===== config.mk =====
export PLATFORM = sky130hd
export DESIGN_NAME = k051960_top
export DESIGN_NICKNAME = d
export VERILOG_FILES = /design/src/verilog/k051960_pkg.sv /design/src/verilog/raster_counter.sv /design/src/verilog/cpu_regs.sv /design/src/verilog/frame_events.sv /design/src/verilog/rom_readback.sv /design/src/verilog/k051960_top.sv
export SDC_FILE = /design/constraint.sdc
export NUM_CORES = 1
export LEC_CHECK = 0
export ABC_AREA = 0
export ABC_CLOCK_PERIOD_IN_PS = 3300
export BUFFER_PORTS_ARGS = -buffer_cell sky130_fd_sc_hd__buf_2
export CAP_MARGIN = 20
export CORE_MARGIN = 2
export CORE_UTILIZATION = 54
export CTS_CLUSTER_DIAMETER = 120
export CTS_CLUSTER_SIZE = 24
export DETAILED_ROUTE_END_ITERATION = 16
export PLACE_DENSITY = 0.8
export SLEW_MARGIN = 15
export SYNTH_ARGS = -nofsm -noshare
export SYNTH_HDL_FRONTEND = slang
export SYNTH_SLANG_ARGS = --single-unit

===== constraint.sdc =====
create_clock -name clk_6M -period 3.3 [get_ports clk_6M]
set_input_delay 0.825 -clock clk_6M [delete_from_list [all_inputs] [get_ports clk_6M]]
set_output_delay 0.825 -clock clk_6M [all_outputs]
set_load 0.05 [all_outputs]

===== src/verilog/k051960_pkg.sv =====
// Sprite generator shared definitions
// Bus and counter widths, raster limits and CPU register map
`default_nettype none

package k051960_pkg;

	// Widths with a meaning of their own
	typedef logic [8:0]  hpos_t;
	typedef logic [8:0]  row_t;
	typedef logic [10:0] cpu_addr_t;
	typedef logic [7:0]  byte_t;
	typedef logic [17:0] rom_addr_t;

	// Horizontal count range, 384 pixels per line
	localparam hpos_t H_START = 9'h020;
	localparam hpos_t H_END   = 9'h19F;

	// Row range, 264 lines per frame
	localparam row_t V_START = 9'h0F8;
	localparam row_t V_END   = 9'h1FF;

	// Blanking starts at VBL_ON, ends at VBL_OFF
	localparam row_t VBL_ON  = 9'h1F0;
	localparam row_t VBL_OFF = 9'h110;

	// Register numbers on ab[2:0]
	localparam logic [2:0] REG0_ADDR = 3'd0;
	localparam logic [2:0] REG2_ADDR = 3'd2;
	localparam logic [2:0] REG3_ADDR = 3'd3;
	localparam logic [2:0] REG4_ADDR = 3'd4;

	// Register 0 control bits
	localparam int RB_ROM_READ = 0;
	localparam int RB_IRQ_EN   = 1;
	localparam int RB_FIRQ_EN  = 2;
	localparam int RB_NMI_EN   = 5;

endpackage

`default_nettype wire


===== src/verilog/raster_counter.sv =====
// Raster timing
// Pixel and line counters, vertical blank window and frame sync
`timescale 1ns/1ps
`default_nettype none

module raster_counter (
	input  wire                 clk_6M,
	input  wire                 RES_SYNC,
	output k051960_pkg::hpos_t  hpos,
	output k051960_pkg::row_t   row,
	output logic                vblank,
	output logic                hvot,
	output logic                p1h,
	output logic                p2h
);

	logic line_end;

	assign line_end = (hpos == k051960_pkg::H_END);

	// Pixel counter, 0x020 to 0x19F
	always_ff @(posedge clk_6M or negedge RES_SYNC) begin
		if (!RES_SYNC) begin
			hpos <= k051960_pkg::H_START;
		end else if (line_end) begin
			hpos <= k051960_pkg::H_START;
		end else begin
			hpos <= hpos + 9'd1;
		end
	end

	// Row counter steps at the last pixel of each line
	always_ff @(posedge clk_6M or negedge RES_SYNC) begin
		if (!RES_SYNC) begin
			row <= k051960_pkg::V_START;
		end else if (line_end) begin
			if (row == k051960_pkg::V_END) begin
				row <= k051960_pkg::V_START;
			end else begin
				row <= row + 9'd1;
			end
		end
	end

	// Blank spans the frame wrap, 16 rows before it and 24 after
	always_ff @(posedge clk_6M or negedge RES_SYNC) begin
		if (!RES_SYNC) begin
			vblank <= 1'b0;
		end else if (row == k051960_pkg::VBL_ON) begin
			vblank <= 1'b1;
		end else if (row == k051960_pkg::VBL_OFF) begin
			vblank <= 1'b0;
		end
	end

	// Frame sync low for the whole last row
	assign hvot = (row != k051960_pkg::V_END);

	// Pixel clock phases
	assign p1h = hpos[0];
	assign p2h = hpos[1];

endmodule

`default_nettype wire


===== src/verilog/cpu_regs.sv =====
// CPU register file
// Decodes the register window and holds control registers 0, 2, 3 and 4
`timescale 1ns/1ps
`default_nettype none

module cpu_regs (
	input  wire                     clk_6M,
	input  wire                     RES_SYNC,
	input  wire                     obcs,
	input  wire                     nrd,
	input  wire k051960_pkg::cpu_addr_t ab,
	input  wire k051960_pkg::byte_t db_in,
	output logic                    rom_read,
	output logic                    irq_en,
	output logic                    firq_en,
	output logic                    nmi_en,
	output k051960_pkg::byte_t      reg2,
	output k051960_pkg::byte_t      reg3,
	output logic [1:0]              reg4,
	output logic                    reg0_rd
);

	logic       reg_win;
	logic       reg_wr;
	logic [2:0] reg_sel;

	// Registers live where ab[10:3] is all zero
	assign reg_win = !obcs && (ab[10:3] == 8'h00);
	assign reg_wr  = reg_win && nrd;
	assign reg_sel = ab[2:0];

	// Status read of register 0
	assign reg0_rd = reg_win && !nrd && (reg_sel == k051960_pkg::REG0_ADDR);

	// Write level, repeats every cycle while held
	always_ff @(posedge clk_6M or negedge RES_SYNC) begin
		if (!RES_SYNC) begin
			rom_read <= 1'b0;
			irq_en   <= 1'b0;
			firq_en  <= 1'b0;
			nmi_en   <= 1'b0;
			reg2     <= '0;
			reg3     <= '0;
			reg4     <= 2'b00;
		end else if (reg_wr) begin
			case (reg_sel)
				k051960_pkg::REG0_ADDR: begin
					rom_read <= db_in[k051960_pkg::RB_ROM_READ];
					irq_en   <= db_in[k051960_pkg::RB_IRQ_EN];
					firq_en  <= db_in[k051960_pkg::RB_FIRQ_EN];
					nmi_en   <= db_in[k051960_pkg::RB_NMI_EN];
				end
				// ROM bank high bits
				k051960_pkg::REG2_ADDR: begin
					reg2 <= db_in;
				end
				k051960_pkg::REG3_ADDR: begin
					reg3 <= db_in;
				end
				// Only two bits exist in register 4
				k051960_pkg::REG4_ADDR: begin
					reg4 <= db_in[1:0];
				end
				// Registers 1, 5, 6 and 7 are not implemented
				default: begin
				end
			endcase
		end
	end

endmodule

`default_nettype wire


===== src/verilog/frame_events.sv =====
// Interrupt and reset sequencing
// IRQ at blank start, FIRQ every 2 lines, NMI every 32 lines, delayed reset
`timescale 1ns/1ps
`default_nettype none

module frame_events #(
	parameter int RST_FRAMES = 8
) (
	input  wire                    clk_6M,
	input  wire                    RES_SYNC,
	input  wire k051960_pkg::row_t row,
	input  wire                    vblank,
	input  wire                    irq_en,
	input  wire                    firq_en,
	input  wire                    nmi_en,
	output logic                   irq,
	output logic                   firq,
	output logic                   nmi,
	output logic                   rst
);

	localparam int CNT_W = $clog2(RST_FRAMES + 1);

	logic             vblank_d;
	logic             row0_d;
	logic             row2_d;
	logic             vblank_rise;
	logic             row0_rise;
	logic             row2_rise;
	logic [1:0]       nmi_div;
	logic             nmi_tick;
	logic [CNT_W-1:0] frame_cnt;

	assign vblank_rise = vblank && !vblank_d;
	assign row0_rise   = row[0] && !row0_d;
	assign row2_rise   = row[2] && !row2_d;

	// Bit 1 of the divider rises every fourth step, so every 32 lines
	assign nmi_tick = row2_rise && (nmi_div == 2'b01);

	always_ff @(posedge clk_6M or negedge RES_SYNC) begin
		if (!RES_SYNC) begin
			vblank_d <= 1'b0;
			row0_d   <= 1'b0;
			row2_d   <= 1'b0;
			nmi_div  <= 2'b00;
		end else begin
			vblank_d <= vblank;
			row0_d   <= row[0];
			row2_d   <= row[2];
			if (row2_rise) begin
				nmi_div <= nmi_div + 2'd1;
			end
		end
	end

	// Active low flags, held until the enable goes to zero
	always_ff @(posedge clk_6M or negedge RES_SYNC) begin
		if (!RES_SYNC) begin
			irq  <= 1'b1;
			firq <= 1'b1;
			nmi  <= 1'b1;
		end else begin
			if (!irq_en) begin
				irq <= 1'b1;
			end else if (vblank_rise) begin
				irq <= 1'b0;
			end
			if (!firq_en) begin
				firq <= 1'b1;
			end else if (row0_rise) begin
				firq <= 1'b0;
			end
			if (!nmi_en) begin
				nmi <= 1'b1;
			end else if (nmi_tick) begin
				nmi <= 1'b0;
			end
		end
	end

	// Delayed system reset counts blanking starts and then saturates
	always_ff @(posedge clk_6M or negedge RES_SYNC) begin
		if (!RES_SYNC) begin
			frame_cnt <= '0;
		end else if (vblank_rise && !rst) begin
			frame_cnt <= frame_cnt + 1'b1;
		end
	end

	assign rst = (frame_cnt == CNT_W'(RST_FRAMES));

endmodule

`default_nettype wire


===== src/verilog/rom_readback.sv =====
// Graphics ROM read-back and CPU bus output
// Builds ROM address and colour byte, drives status read and bus direction
`timescale 1ns/1ps
`default_nettype none

module rom_readback (
	input  wire                         clk_6M,
	input  wire                         RES_SYNC,
	input  wire                         obcs,
	input  wire                         nrd,
	input  wire k051960_pkg::cpu_addr_t ab,
	input  wire                         rom_read,
	input  wire k051960_pkg::byte_t     reg2,
	input  wire k051960_pkg::byte_t     reg3,
	input  wire [1:0]                   reg4,
	input  wire                         reg0_rd,
	input  wire                         vblank,
	output k051960_pkg::rom_addr_t      ca,
	output k051960_pkg::byte_t          oc,
	output k051960_pkg::byte_t          db_out,
	output logic                        db_dir
);

	logic               rom_acc;
	k051960_pkg::byte_t ab_lat;

	// ROM window is the upper half of the chip space
	assign rom_acc = !obcs && ab[10];

	// Word address captured at the end of each ROM access cycle
	always_ff @(posedge clk_6M or negedge RES_SYNC) begin
		if (!RES_SYNC) begin
			ab_lat <= '0;
		end else if (rom_acc) begin
			ab_lat <= ab[9:2];
		end
	end

	// Bank from registers 3 and 2, low byte from the CPU
	assign ca = rom_read ? {reg3[1:0], reg2, ab_lat} : '0;
	assign oc = rom_read ? {reg4, reg3[7:2]} : '0;

	// Status bit 0 reads high outside blanking
	assign db_out = reg0_rd ? {7'b000_0000, !vblank} : '0;

	assign db_dir = reg0_rd || (rom_acc && !nrd && rom_read);

endmodule

`default_nettype wire


===== src/verilog/k051960_top.sv =====
// Sprite generator, CPU and frame timing part
// Connects register file, raster timing, interrupt logic and ROM read-back
`timescale 1ns/1ps
`default_nettype none

module k051960_top #(
	parameter int RST_FRAMES = 8
) (
	input  wire                         clk_6M,
	input  wire                         RES_SYNC,
	input  wire                         obcs,
	input  wire                         nrd,
	input  wire k051960_pkg::cpu_addr_t ab,
	input  wire k051960_pkg::byte_t     db_in,
	output wire k051960_pkg::byte_t     db_out,
	output wire                         db_dir,
	output wire                         p1h,
	output wire                         p2h,
	output wire                         hvot,
	output wire                         irq,
	output wire                         firq,
	output wire                         nmi,
	output wire                         rst,
	output wire k051960_pkg::rom_addr_t ca,
	output wire k051960_pkg::byte_t     oc
);

	wire k051960_pkg::hpos_t hpos;
	wire k051960_pkg::row_t  row;
	wire                     vblank;
	wire                     rom_read;
	wire                     irq_en;
	wire                     firq_en;
	wire                     nmi_en;
	wire k051960_pkg::byte_t reg2;
	wire k051960_pkg::byte_t reg3;
	wire [1:0]               reg4;
	wire                     reg0_rd;

	cpu_regs u_cpu_regs (
		.clk_6M   (clk_6M),
		.RES_SYNC (RES_SYNC),
		.obcs     (obcs),
		.nrd      (nrd),
		.ab       (ab),
		.db_in    (db_in),
		.rom_read (rom_read),
		.irq_en   (irq_en),
		.firq_en  (firq_en),
		.nmi_en   (nmi_en),
		.reg2     (reg2),
		.reg3     (reg3),
		.reg4     (reg4),
		.reg0_rd  (reg0_rd)
	);

	raster_counter u_raster_counter (
		.clk_6M   (clk_6M),
		.RES_SYNC (RES_SYNC),
		.hpos     (hpos),
		.row      (row),
		.vblank   (vblank),
		.hvot     (hvot),
		.p1h      (p1h),
		.p2h      (p2h)
	);

	frame_events #(
		.RST_FRAMES (RST_FRAMES)
	) u_frame_events (
		.clk_6M   (clk_6M),
		.RES_SYNC (RES_SYNC),
		.row      (row),
		.vblank   (vblank),
		.irq_en   (irq_en),
		.firq_en  (firq_en),
		.nmi_en   (nmi_en),
		.irq      (irq),
		.firq     (firq),
		.nmi      (nmi),
		.rst      (rst)
	);

	rom_readback u_rom_readback (
		.clk_6M   (clk_6M),
		.RES_SYNC (RES_SYNC),
		.obcs     (obcs),
		.nrd      (nrd),
		.ab       (ab),
		.rom_read (rom_read),
		.reg2     (reg2),
		.reg3     (reg3),
		.reg4     (reg4),
		.reg0_rd  (reg0_rd),
		.vblank   (vblank),
		.ca       (ca),
		.oc       (oc),
		.db_out   (db_out),
		.db_dir   (db_dir)
	);

endmodule

`default_nettype wire


---- After elaboration in Yosys (flattened, before gate mapping) ----
Index checks and enable logic that the tools add are counted.
cells by class
  eq/ne operators ......................... 13
  add/sub/neg operators ................... 4
  mux-type cells .......................... 13
  reductions and logical operators ........ 27
operators by type and width
  kind                                                   count
  == test 9 bit, second input constant                   4
  adder 9 x 1 -> 9 bit, second input constant            2
  2-to-1 mux 18 bit                                      1
  2-to-1 mux 9 bit                                       2
  logical AND 1 bit                                      12
  2-to-1 mux 1 bit                                       9
  inequality test 9 bit, second input constant           1
  logical NOT 8 bit                                      1
  2-to-1 mux 8 bit                                       1
  AND reduction 2 bit                                    4
  logical NOT 1 bit                                      7
  == test 3 x 2 -> 1 bit, second input constant          2
  inequality test 2 x 1 -> 1 bit, second input constant  3
  adder 4 x 1 -> 4 bit, second input constant            1
  == test 4 bit, second input constant                   1
  == test 3 bit, second input constant                   1
  logical NOT 3 bit                                      1
  adder 2 x 1 -> 2 bit, second input constant            1
  == test 2 x 1 -> 1 bit, second input constant          1
  nonzero test 2 bit                                     1
  logical OR 1 bit                                       1
storage, ports and cells
  word-level logic and storage cells ...... 76
  bits of input ports ..................... 23
  bits in registers ....................... 61
  output and inout bits ................... 42

---- Depth between registers and ports, before layout ----
Gate-level depths: netlist (run 1).
  depth after elaboration ................. 5
  gate-level depth with buffers ........... 8

---- Modules after synthesis ----
From an unflattened synthesis (run 1), not the netlist that was laid out.
unflattened totals
  cell total of the unflattened synthesis .. 257
  area, all modules ....................... 3,060.4 um^2
modules (own cells, without submodules)
  module          area each (um^2)  cells an instance  instances  sequential area each (um^2)
  raster_counter  1,026.0           98                 1          483.0
  cpu_regs        938.4             61                 1          550.5
  rom_readback    590.6             57                 1          200.2
  frame_events    505.5             41                 1          304.0

---- Worst setup path after synthesis (run 1) ----
Ideal clock, no wire load.
  kind .................................... input-to-output
  start point ............................. in ab[7]
  end point ............................... out db_out[0]
  cell stages on the path ................. 4
  arrival ................................. 3.141 ns
  path slack .............................. -0.666 ns
  path through ............................ or4_4 > or3_4 > or3_1 > nor3_1
on the way
  longest elaborated chain between the ends .. 5
ends and longest elaborated chain
  element                         RTL line            RTL
  start, declared                 k051960_top.sv:13   input wire k051960_pkg::cpu_addr_t ab,
  logical NOT 8 bit               cpu_regs.sv:28      assign reg_win = !obcs && (ab[10:3] == 8'h00);
  logical AND 1 bit               cpu_regs.sv:28
  logical AND 1 bit (2 in a row)  cpu_regs.sv:33      assign reg0_rd = reg_win && !nrd && (reg_sel == k051960_pkg::REG0_ADDR);
  2-to-1 mux 1 bit                rom_readback.sv:44  assign db_out = reg0_rd ? {7'b000_0000, !vblank} : '0;
  end, declared                   k051960_top.sv:15   output wire k051960_pkg::byte_t db_out,
No other way between the ends.

---- Final worst setup path (run 1) ----
  start point ............................. in ab[7]
  end point ............................... out db_dir
on the way
  longest elaborated chain between the ends .. 5
ends and longest elaborated chain
  element                         RTL line            RTL
  logical NOT 8 bit               cpu_regs.sv:28
  logical AND 1 bit               cpu_regs.sv:28
  logical AND 1 bit (2 in a row)  cpu_regs.sv:33
  logical OR 1 bit                rom_readback.sv:46  assign db_dir = reg0_rd || (rom_acc && !nrd && rom_read);
  end, declared                   k051960_top.sv:16   output wire db_dir,
No other way between the ends.

==> metrics.cfg, run 1 <==
[sta]
tightest_slew_ps=682
finalSetupViolCount=2
relSlewSlack_pct=54.6
finalCritPeriodShare_pct=102
rsz0062_at_grt=yes
drv_slew=0
finalHoldViolations=0
finClkSkew_ps=6.05
max_freq_ghz=0.297
fin_crit_ps=3370
fin_ws_ps=-68.4

[global_routing]
busiest_layer=met2
grt_usage_pct=20.0
met2_usage_pct=32.2
grt_pass1_vias=1966
use_met3_pct=5.65
grt_antenna_before_repair=0
use_met1_pct=25.2
grt-ovfl-total=0
grt_max_degree=29
grt_pass1_wl_mm=9.22

[drt]
routed_via_density=5.12
wl_per_cell_um=13.9
totalWireLength_mm=5.36
drcViolationCount=0
first_pass_iters=4
vias=1983
drt_iter0_drc=151
ant_nets=0

[job]
drv_cap=0

[cts]
insertion_delay_ps=330
numCtsBuffers=9
cts_tree=done
clk_pin_slew_ps=60
clockRootBuffer=clkbuf_8
cts_buffer_depth=2
htreeDepth=3
cts_sinks=61
post_cts_buffers=0

[worst_setup_path]
path_buf_inv=2
path_class=input port to output port
slowest_stage=or4_4
critPathTopFamily=simple AND/OR/NAND/NOR gates
crit_arrival_ps=2540
required_ps=2470
cp-start-kind=input port
cp_slowest_stage_delay_ps=530
crit_fanout=2
cp-end-kind=output port
crit_chain=buf_6, or4_4, or3_4, or3_4, a21oi_4, buf_6

[die]
fp.dieH_um=76.7
die_w_um=76.7
rows=26
die_area_mm2=0.00589
initial_core_util_pct=55.9
coreArea_mm2=0.00511
io_pins=65

[final_layout]
areaGrowthSynthToFinish_pct=20.5
final_area_mm2=0.00344
diodes=0
fin_nets=342
drive_above_1_share_pct=39.7

[placement]
port_buffers=57
hpwl_mm=3.89
place_congestion=0.787
place_area_mm2=0.00324
place_ws_ps=-174

[pwr]
combPwrFrac_pct=5.5
switching_power_w=0.000323
p_per_area_mw_per_mm2=421
internal_power_w=0.00113
p_sw_share_pct=22.3
power.clock.fraction_pct=41.3
pwr-share-seq_pct=53.1
ir_drop_mv=0.285
p_leak_nw=1.72

[synthesis]
synth_edf_count=0
syn_avg_cell_area_um2=11.7
ys_ff_latch=61
synthFlopType=dfrtp_1
syn_area_mm2=0.00286
ys_types=40
yosys_warnings=0
syn_inst=245
synth-seq-area-share_pct=53.9
synthArstFlopShare_pct=100

[outcome]
outcome=complete, but fails checks
violations=setup timing

[worst_hold_path]
min_path_type=flop to flop

-- worst paths after layout --
check	startpoint	endpoint	slack, ps	cells after the start
hold reg to reg	u_cpu_regs.irq_en$_DFFE_PN0P_	u_frame_events.irq$_DFFE_PN1P_	390	1
setup reg to reg	u_raster_counter.row[0]$_DFFE_PN0N_	u_raster_counter.row[0]$_DFFE_PN0N_	1260	6
setup / recovery	ab[7]	db_dir	-70	6
max in group asynchronous	RES_SYNC	u_raster_counter.row[4]$_DFFE_PN1N_	2170	2
hold / removal	u_cpu_regs.irq_en$_DFFE_PN0P_	u_frame_events.irq$_DFFE_PN1P_	390	1
min in group asynchronous	RES_SYNC	u_rom_readback.ab_lat[7]$_DFFE_PN0N_	420	1
-- cells in the mapped netlist (2+ instances only) --
master | instances | area [um^2]
nor2_1 | 6 | 22.5
and3_1 | 3 | 18.8
nand3_1 | 7 | 35.0
a21o_1 | 2 | 15.0
ha_1 | 7 | 87.6
inv_1 | 7 | 26.3
and2_1 | 26 | 163
a21oi_1 | 7 | 35.0
dfrtp_1 | 52 | 1300
and4_1 | 3 | 26.3
a31oi_1 | 2 | 12.5
xnor2_1 | 6 | 52.6
a41oi_1 | 2 | 17.5
xor2_1 | 2 | 17.5
or3_1 | 3 | 18.8
clkbuf_1 | 4 | 15.0
nand2_1 | 21 | 78.8
mux2_2 | 31 | 349
nand4_1 | 3 | 18.8
buf_4 | 8 | 60.1
nor3_1 | 2 | 10.0
o21ai_0 | 9 | 45.0
and3b_1 | 2 | 17.5
dfstp_2 | 9 | 236
nor2b_1 | 3 | 18.8
or2_2 | 2 | 12.5
nand2b_1 | 3 | 18.8
-- power groups by stage --
stage	sequential [W]	combinational [W]	clock [W]
floorplan	0.000782	0.0000475	0
global placement	0.000783	0.0000791	0
finish	0.000771	0.0000799	0.000600
detailed placement	0.000784	0.0000807	0
CTS	0.000770	0.0000817	0.000613
global route	0.000772	0.0000883	0.000649
-- what timing repair did --
action / CTS / global route
gates resized for setup: 5 / 0
hold buffers: 0 / 0
endpoints found under the hold margin: 0 / 0
gates cloned: 0 / 0
endpoints found under the setup margin: 2 / 2
-- worst reg2reg max path, delay by kind of cell (launching register included) --
family	cells	cell delay [ps]
mux	1	250
simple gates	3	830
fa+ha+maj	2	480
flops	1	420
-- per-stage QoR --
stage                     utilization [%]  power (W)  hold slack (ps)  cells  setup TNS, ps
final                                67.4    0.00145              385    387           -110
after floorplan                         -   0.000830              367    251          -78.9
after global routing                 67.4    0.00151              437    387           -176
after CTS                            67.4    0.00146              389    387           -122
after detailed placement             63.4   0.000864              379    371           -316
after global placement               63.4   0.000862              379    371           -253
-- flip-flops by register name, summed over array words and instances (netlist names), 2 cells and up --
| register | cells |
|---|---|
| u_cpu_regs.reg2 | 8 |
| u_cpu_regs.reg3 | 8 |
| u_cpu_regs.reg4 | 2 |
| u_frame_events.frame_cnt | 4 |
| u_frame_events.nmi_div | 2 |
| u_raster_counter.hpos | 9 |
| u_raster_counter.row | 9 |
| u_rom_readback.ab_lat | 8 |
-- cells by family after synthesis --
kind of cell	share of synthesized area, %
AOI/OAI and AO/OA	5.52
xor gates and xnor gates	2.45
adders and majority gates	3.07
buffers and inverters	3.55
DFF	53.9
muxes	12.6
other	0.131
and+or+nand+nor	18.8
-- per-layer routing --
metal	wire (um)	up-vias
met1	2380	949
met3	256	8
met2	2640	51
li1	-	975
met4	80	0
met5	0	-
-- layout by cell type (no fill, tap or decap), types with 2 or more instances in the layout --
cell type  instances
clkbuf_1           3
o21ai_0            9
or3_4              2
xor2_1             2
inv_1              7
mux2_2            31
conb_1             7
nor2b_1            3
dfstp_2            9
a31oi_1            2
a41oi_1            2
buf_4              5
or2_2              2
nor2_1             6
and3_1             3
nor3_4             2
clkbuf_8          12
or3_1              2
and2_1            26
ha_1               7
and3b_1            2
and4_1             3
a21oi_1            6
buf_2             54
a21o_1             2
nand3_1            7
dfrtp_1           52
buf_6              3
nand2b_1           3
xnor2_1            6
nand2_1           21
nand4_1            3
-- cell type report --
| class | instances | area (um^2) |
|---|---|---|
| Fill cell | 419 | 1670 |
| Sequential cell | 61 | 1540 |
| Multi-Input combinational cell | 171 | 1270 |
| Timing Repair Buffer | 62 | 342 |
| Clock buffer | 15 | 176 |
| Tap cell | 70 | 87.6 |
| Inverter | 7 | 26.3 |
| Clock inverter | 1 | 5.00 |
Note: power is estimated with default switching activity, not from simulation.
==> run 2: changes to the inputs <==
- TNS_END_PERCENT: default -> 50
==> metrics.cfg, run 2 (synthesis gave the netlist of run 1 again) <==
[placement]
port_buffers=57
place_area_mm2=0.00324
place_congestion=0.788
hpwl_mm=4.01
place_ws_ps=-198
dp_cells=372

[cts]
insertion_delay_ps=330
cts_buffer_depth=2
clk_pin_slew_ps=70
cts_tree=done
clockRootBuffer=clkbuf_8
post_cts_buffers=0
cts_sinks=61
htreeDepth=3
numCtsBuffers=9

[outcome]
outcome=complete, but fails checks
violations=setup timing

[pwr]
ir_drop_mv=0.322
p_leak_nw=1.74
p_per_area_mw_per_mm2=437

[sta]
finalCritPeriodShare_pct=101
fin_ws_ps=-36.2
max_freq_ghz=0.300
whs_ps=358
relSlewSlack_pct=55.1
setup_tns_ps=-70.2
tightest_slew_ps=673
finalHoldViolations=0
drv_slew=0
rsz0062_at_grt=yes
finClkSkew_ps=8.48
finalSetupViolCount=2
fin_crit_ps=3340

[global_routing]
grt_pass1_wl_mm=9.87
grt_usage_pct=21.1
grt_antenna_before_repair=0
grt_pass1_vias=2087
grt_max_degree=30
grt-ovfl-total=0

[die]
die_area_mm2=0.00589
coreArea_mm2=0.00511
die_w_um=76.7
fp.dieH_um=76.7
initial_core_util_pct=55.9
io_pins=65
rows=26

[drt]
wl_met3_um=237
highest_layer=met4
routed_via_density=5.17
wl_met2_mm=2.74
wl_per_cell_um=14.3
drcViolationCount=0
drt_iter0_drc=113
totalWireLength_mm=5.55
ant_nets=0
vias=2007
wl_met1_mm=2.50
first_pass_iters=4

[final_layout]
fillers=414
diodes=0
drive_above_1_share_pct=40.6
register_area_mm2=0.00154
final_cells=388
layout_commonest_cell=buf_2
mostFrequentLayoutCells=buf_2 (54), dfrtp_1 (52), mux2_2 (31), and2_1 (26), nand2_1 (21)
reg_top3=u_raster_counter.hpos (9), u_raster_counter.row (9)
fin_nets=343
areaGrowthSynthToFinish_pct=21.5
final_area_mm2=0.00347
multi_input_area_mm2=0.00127

[worst_setup_path]
required_ps=2470
path_class=input port to output port
cp-start-kind=input port
crit_arrival_ps=2510
cp-end-kind=output port
crit_fanout=2

[job]
drv_cap=0

[worst_hold_path]
min_path_type=input port to async pin

==> run 2: changes by cell type in the layout (fill, tap and decap cells not counted), sizes merged <==
cell	previous run	this run
clkinvlp	0	1
buf	62	63
clkinv	1	2
clkbuf	15	12
bufinv	0	1
==> run 2: path summary, 6_finish.rpt <==
kind	startpoint	to	slack [ps]	depth (start not counted)
setup / recovery	ab[7]	db_out[0]	-40	6
hold / removal	RES_SYNC	u_rom_readback.ab_lat[5]$_DFFE_PN0N_	360	1
setup reg to reg	u_raster_counter.row[0]$_DFFE_PN0N_	u_raster_counter.row[0]$_DFFE_PN0N_	1290	6
hold reg to reg	u_cpu_regs.irq_en$_DFFE_PN0P_	u_frame_events.irq$_DFFE_PN1P_	390	1
max in group asynchronous	RES_SYNC	u_raster_counter.row[3]$_DFFE_PN1N_	2230	2
min in group clk_6M	u_cpu_regs.irq_en$_DFFE_PN0P_	u_frame_events.irq$_DFFE_PN1P_	390	1
==> run 2: worst max-delay path: stages <==
cell    delay [ps]
buf_6           90
or4_4          530
or3_4          380
or3_4          370
nor3_4         130
buf_6          180
==> run 2: where the power goes <==
group	internal, W	total (W)	switching [W]
logic	0.0000292	0.0000814	0.0000522
registers	0.000764	0.000771	0.00000712
clock network	0.000388	0.000665	0.000278
==> run 2: routing by layer <==
| metal | vias to the layer above | global-route usage (%) |
|---|---|---|
| met5 | - | 0 |
| met4 | 0 | 8.18 |
| met3 | 5 | 4.00 |
| met2 | 48 | 34.8 |
| met1 | 983 | 27.7 |
| li1 | 971 | - |
==> run 2: cell type report <==
type	count	area share, %
Tap cell	70	2.52
Multi-Input combinational cell	171	36.5
Clock inverter	4	1.37
Sequential cell	61	44.3
Inverter	7	0.757
Timing Repair Buffer	63	10.1
Clock buffer	12	4.47
==> run 2: repair_timing <==
action	CTS	global route
gates resized for setup	6	0
hold buffers	0	0
gates cloned	0	0
endpoints found under the setup margin	2	2
==> run 2: through the flow <==
stage	total power (W)	utilization, %
after global placement	0.000863	63.5
after floorplan	0.000830	-
after global routing	0.00157	67.9
after detailed placement	0.000866	63.5
after CTS	0.00154	67.9
final	0.00152	67.9
==> run 3: changes to the inputs <==
- CORE_UTILIZATION: 54 -> 56
- CTS_BUF_LIST: default -> sky130_fd_sc_hd__clkbuf_8
- PLACE_DENSITY: 0.8 -> 0.82
==> metrics.cfg, run 3 (synthesis gave the netlist of run 1 again) <==
[drt]
ant_nets=0
routed_via_density=5.27
vias=2030
first_pass_iters=4
drcViolationCount=0
totalWireLength_mm=5.69
wl_per_cell_um=14.8
drt_iter0_drc=116

[placement]
dp_cells=369
place_area_mm2=0.00324
hpwl_mm=4.05
port_buffers=57
place_ws_ps=-179
place_congestion=0.807

[worst_setup_path]
r2r_start=u_raster_counter.row[0]$_DFFE_PN0N_
crit_arrival_ps=2500
timing.rr.end=u_raster_counter.row[0]$_DFFE_PN0N_
worstSetupEndpoint=db_out[0]
r2r_slack_ps=1250
cp-end-kind=output port
path_class=input port to output port
worst_r2r_path_depth=6
cp-start-kind=input port
startpoint=ab[7]
crit_fanout=2
required_ps=2470

[die]
die_area_mm2=0.00569
coreArea_mm2=0.00482
fp.dieH_um=75.4
io_pins=65
rows=25
die_w_um=75.4
initial_core_util_pct=59.3

[final_layout]
areaGrowthSynthToFinish_pct=21.0
drive_above_1_share_pct=40.3
final_cells=385
mostFrequentLayoutCells=buf_2 (54), dfrtp_1 (52), mux2_2 (31), and2_1 (26), nand2_1 (21)
reg_top3=u_raster_counter.hpos (9), u_raster_counter.row (9)
layout_commonest_cell=buf_2
diodes=0
fin_nets=343
final_area_mm2=0.00345

[sta]
tightest_slew_ps=638
finClkSkew_ps=6.50
relSlewSlack_pct=57.5
rsz0062_at_grt=yes
finalCritPeriodShare_pct=101
max_freq_ghz=0.300
fin_ws_ps=-28.8
fin_crit_ps=3330
drv_slew=0
finalHoldViolations=0
finalSetupViolCount=2

[global_routing]
grt-ovfl-total=0
grt_pass1_wl_mm=8.89
grt_max_degree=29
grt_usage_pct=21.6
grt_pass1_vias=1971
grt_antenna_before_repair=0

[pwr]
p_per_area_mw_per_mm2=426
ir_drop_mv=0.539
p_leak_nw=1.74
power.total_w=0.00147

[cts]
cts_tree=done
post_cts_buffers=0
clockRootBuffer=clkbuf_8
holdBufCountCts=0
cts_buffer_depth=2
cts_sinks=61
numCtsBuffers=9
insertion_delay_ps=340
htreeDepth=3
clk_pin_slew_ps=70

[worst_hold_path]
min_path_type=input port to async pin

[outcome]
outcome=complete, but fails checks
violations=setup timing

[job]
drv_cap=0

run 3: metal layers:
layer	vias up	wire [um]	track usage [%]
met4	0	73	10.5
li1	969	-	-
met5	-	0	0
met1	1002	2330	24.1
met2	53	2910	38.8
met3	6	373	4.89
run 3: timing repair:
item,in CTS,in global routing
endpoints found under the hold margin,0,0
resized for setup,6,0
setup endpoints to repair,2,2
pin swaps,0,0
run 3: worst min path at each step:
stage | endpoint | startpoint | depth (start not counted) | slack (ps)
finish | u_frame_events.frame_cnt[3]$_DFFE_PN0P_ | RES_SYNC | 1 | 400
global route | u_frame_events.frame_cnt[2]$_DFFE_PN0P_ | RES_SYNC | 1 | 420
detailed placement | u_frame_events.irq$_DFFE_PN1P_ | u_cpu_regs.irq_en$_DFFE_PN0P_ | 1 | 390
global placement | u_frame_events.irq$_DFFE_PN1P_ | u_cpu_regs.irq_en$_DFFE_PN0P_ | 1 | 380
floorplan | u_frame_events.irq$_DFFE_PN1P_ | u_cpu_regs.irq_en$_DFFE_PN0P_ | 1 | 370
CTS | u_frame_events.frame_cnt[3]$_DFFE_PN0P_ | RES_SYNC | 1 | 400
run 3: layout make-up:
class,count,area [um^2]
tap,67,83.8
clock buffer,13,179
sequential,61,1540
inverter,7,26.3
clock inverter,3,12.5
timing repair buffer,63,349
fill,366,1360
multi-input combinational,171,1270
run 3: power by group:
part	switching, W	internal [W]
sequential	0.00000677	0.000764
combinational	0.0000518	0.0000292
clock	0.000271	0.000348
run 3: critical path, cell delays in order:
cell	delay, ps
buf_6	90
or4_4	530
or3_4	390
or3_4	370
nor3_4	130
buf_6	180
run 3: per-stage QoR:
step / hold WS, ps / utilization (%) / setup TNS, ps
2_1_floorplan: 367 / - / -148
4_1_cts: 398 / 71.7 / -66.2
3_3_place_gp: 378 / 67.2 / -319
3_5_place_dp: 390 / 67.2 / -351
5_1_grt: 420 / 71.7 / -118
6_report: 397 / 71.7 / -57.0
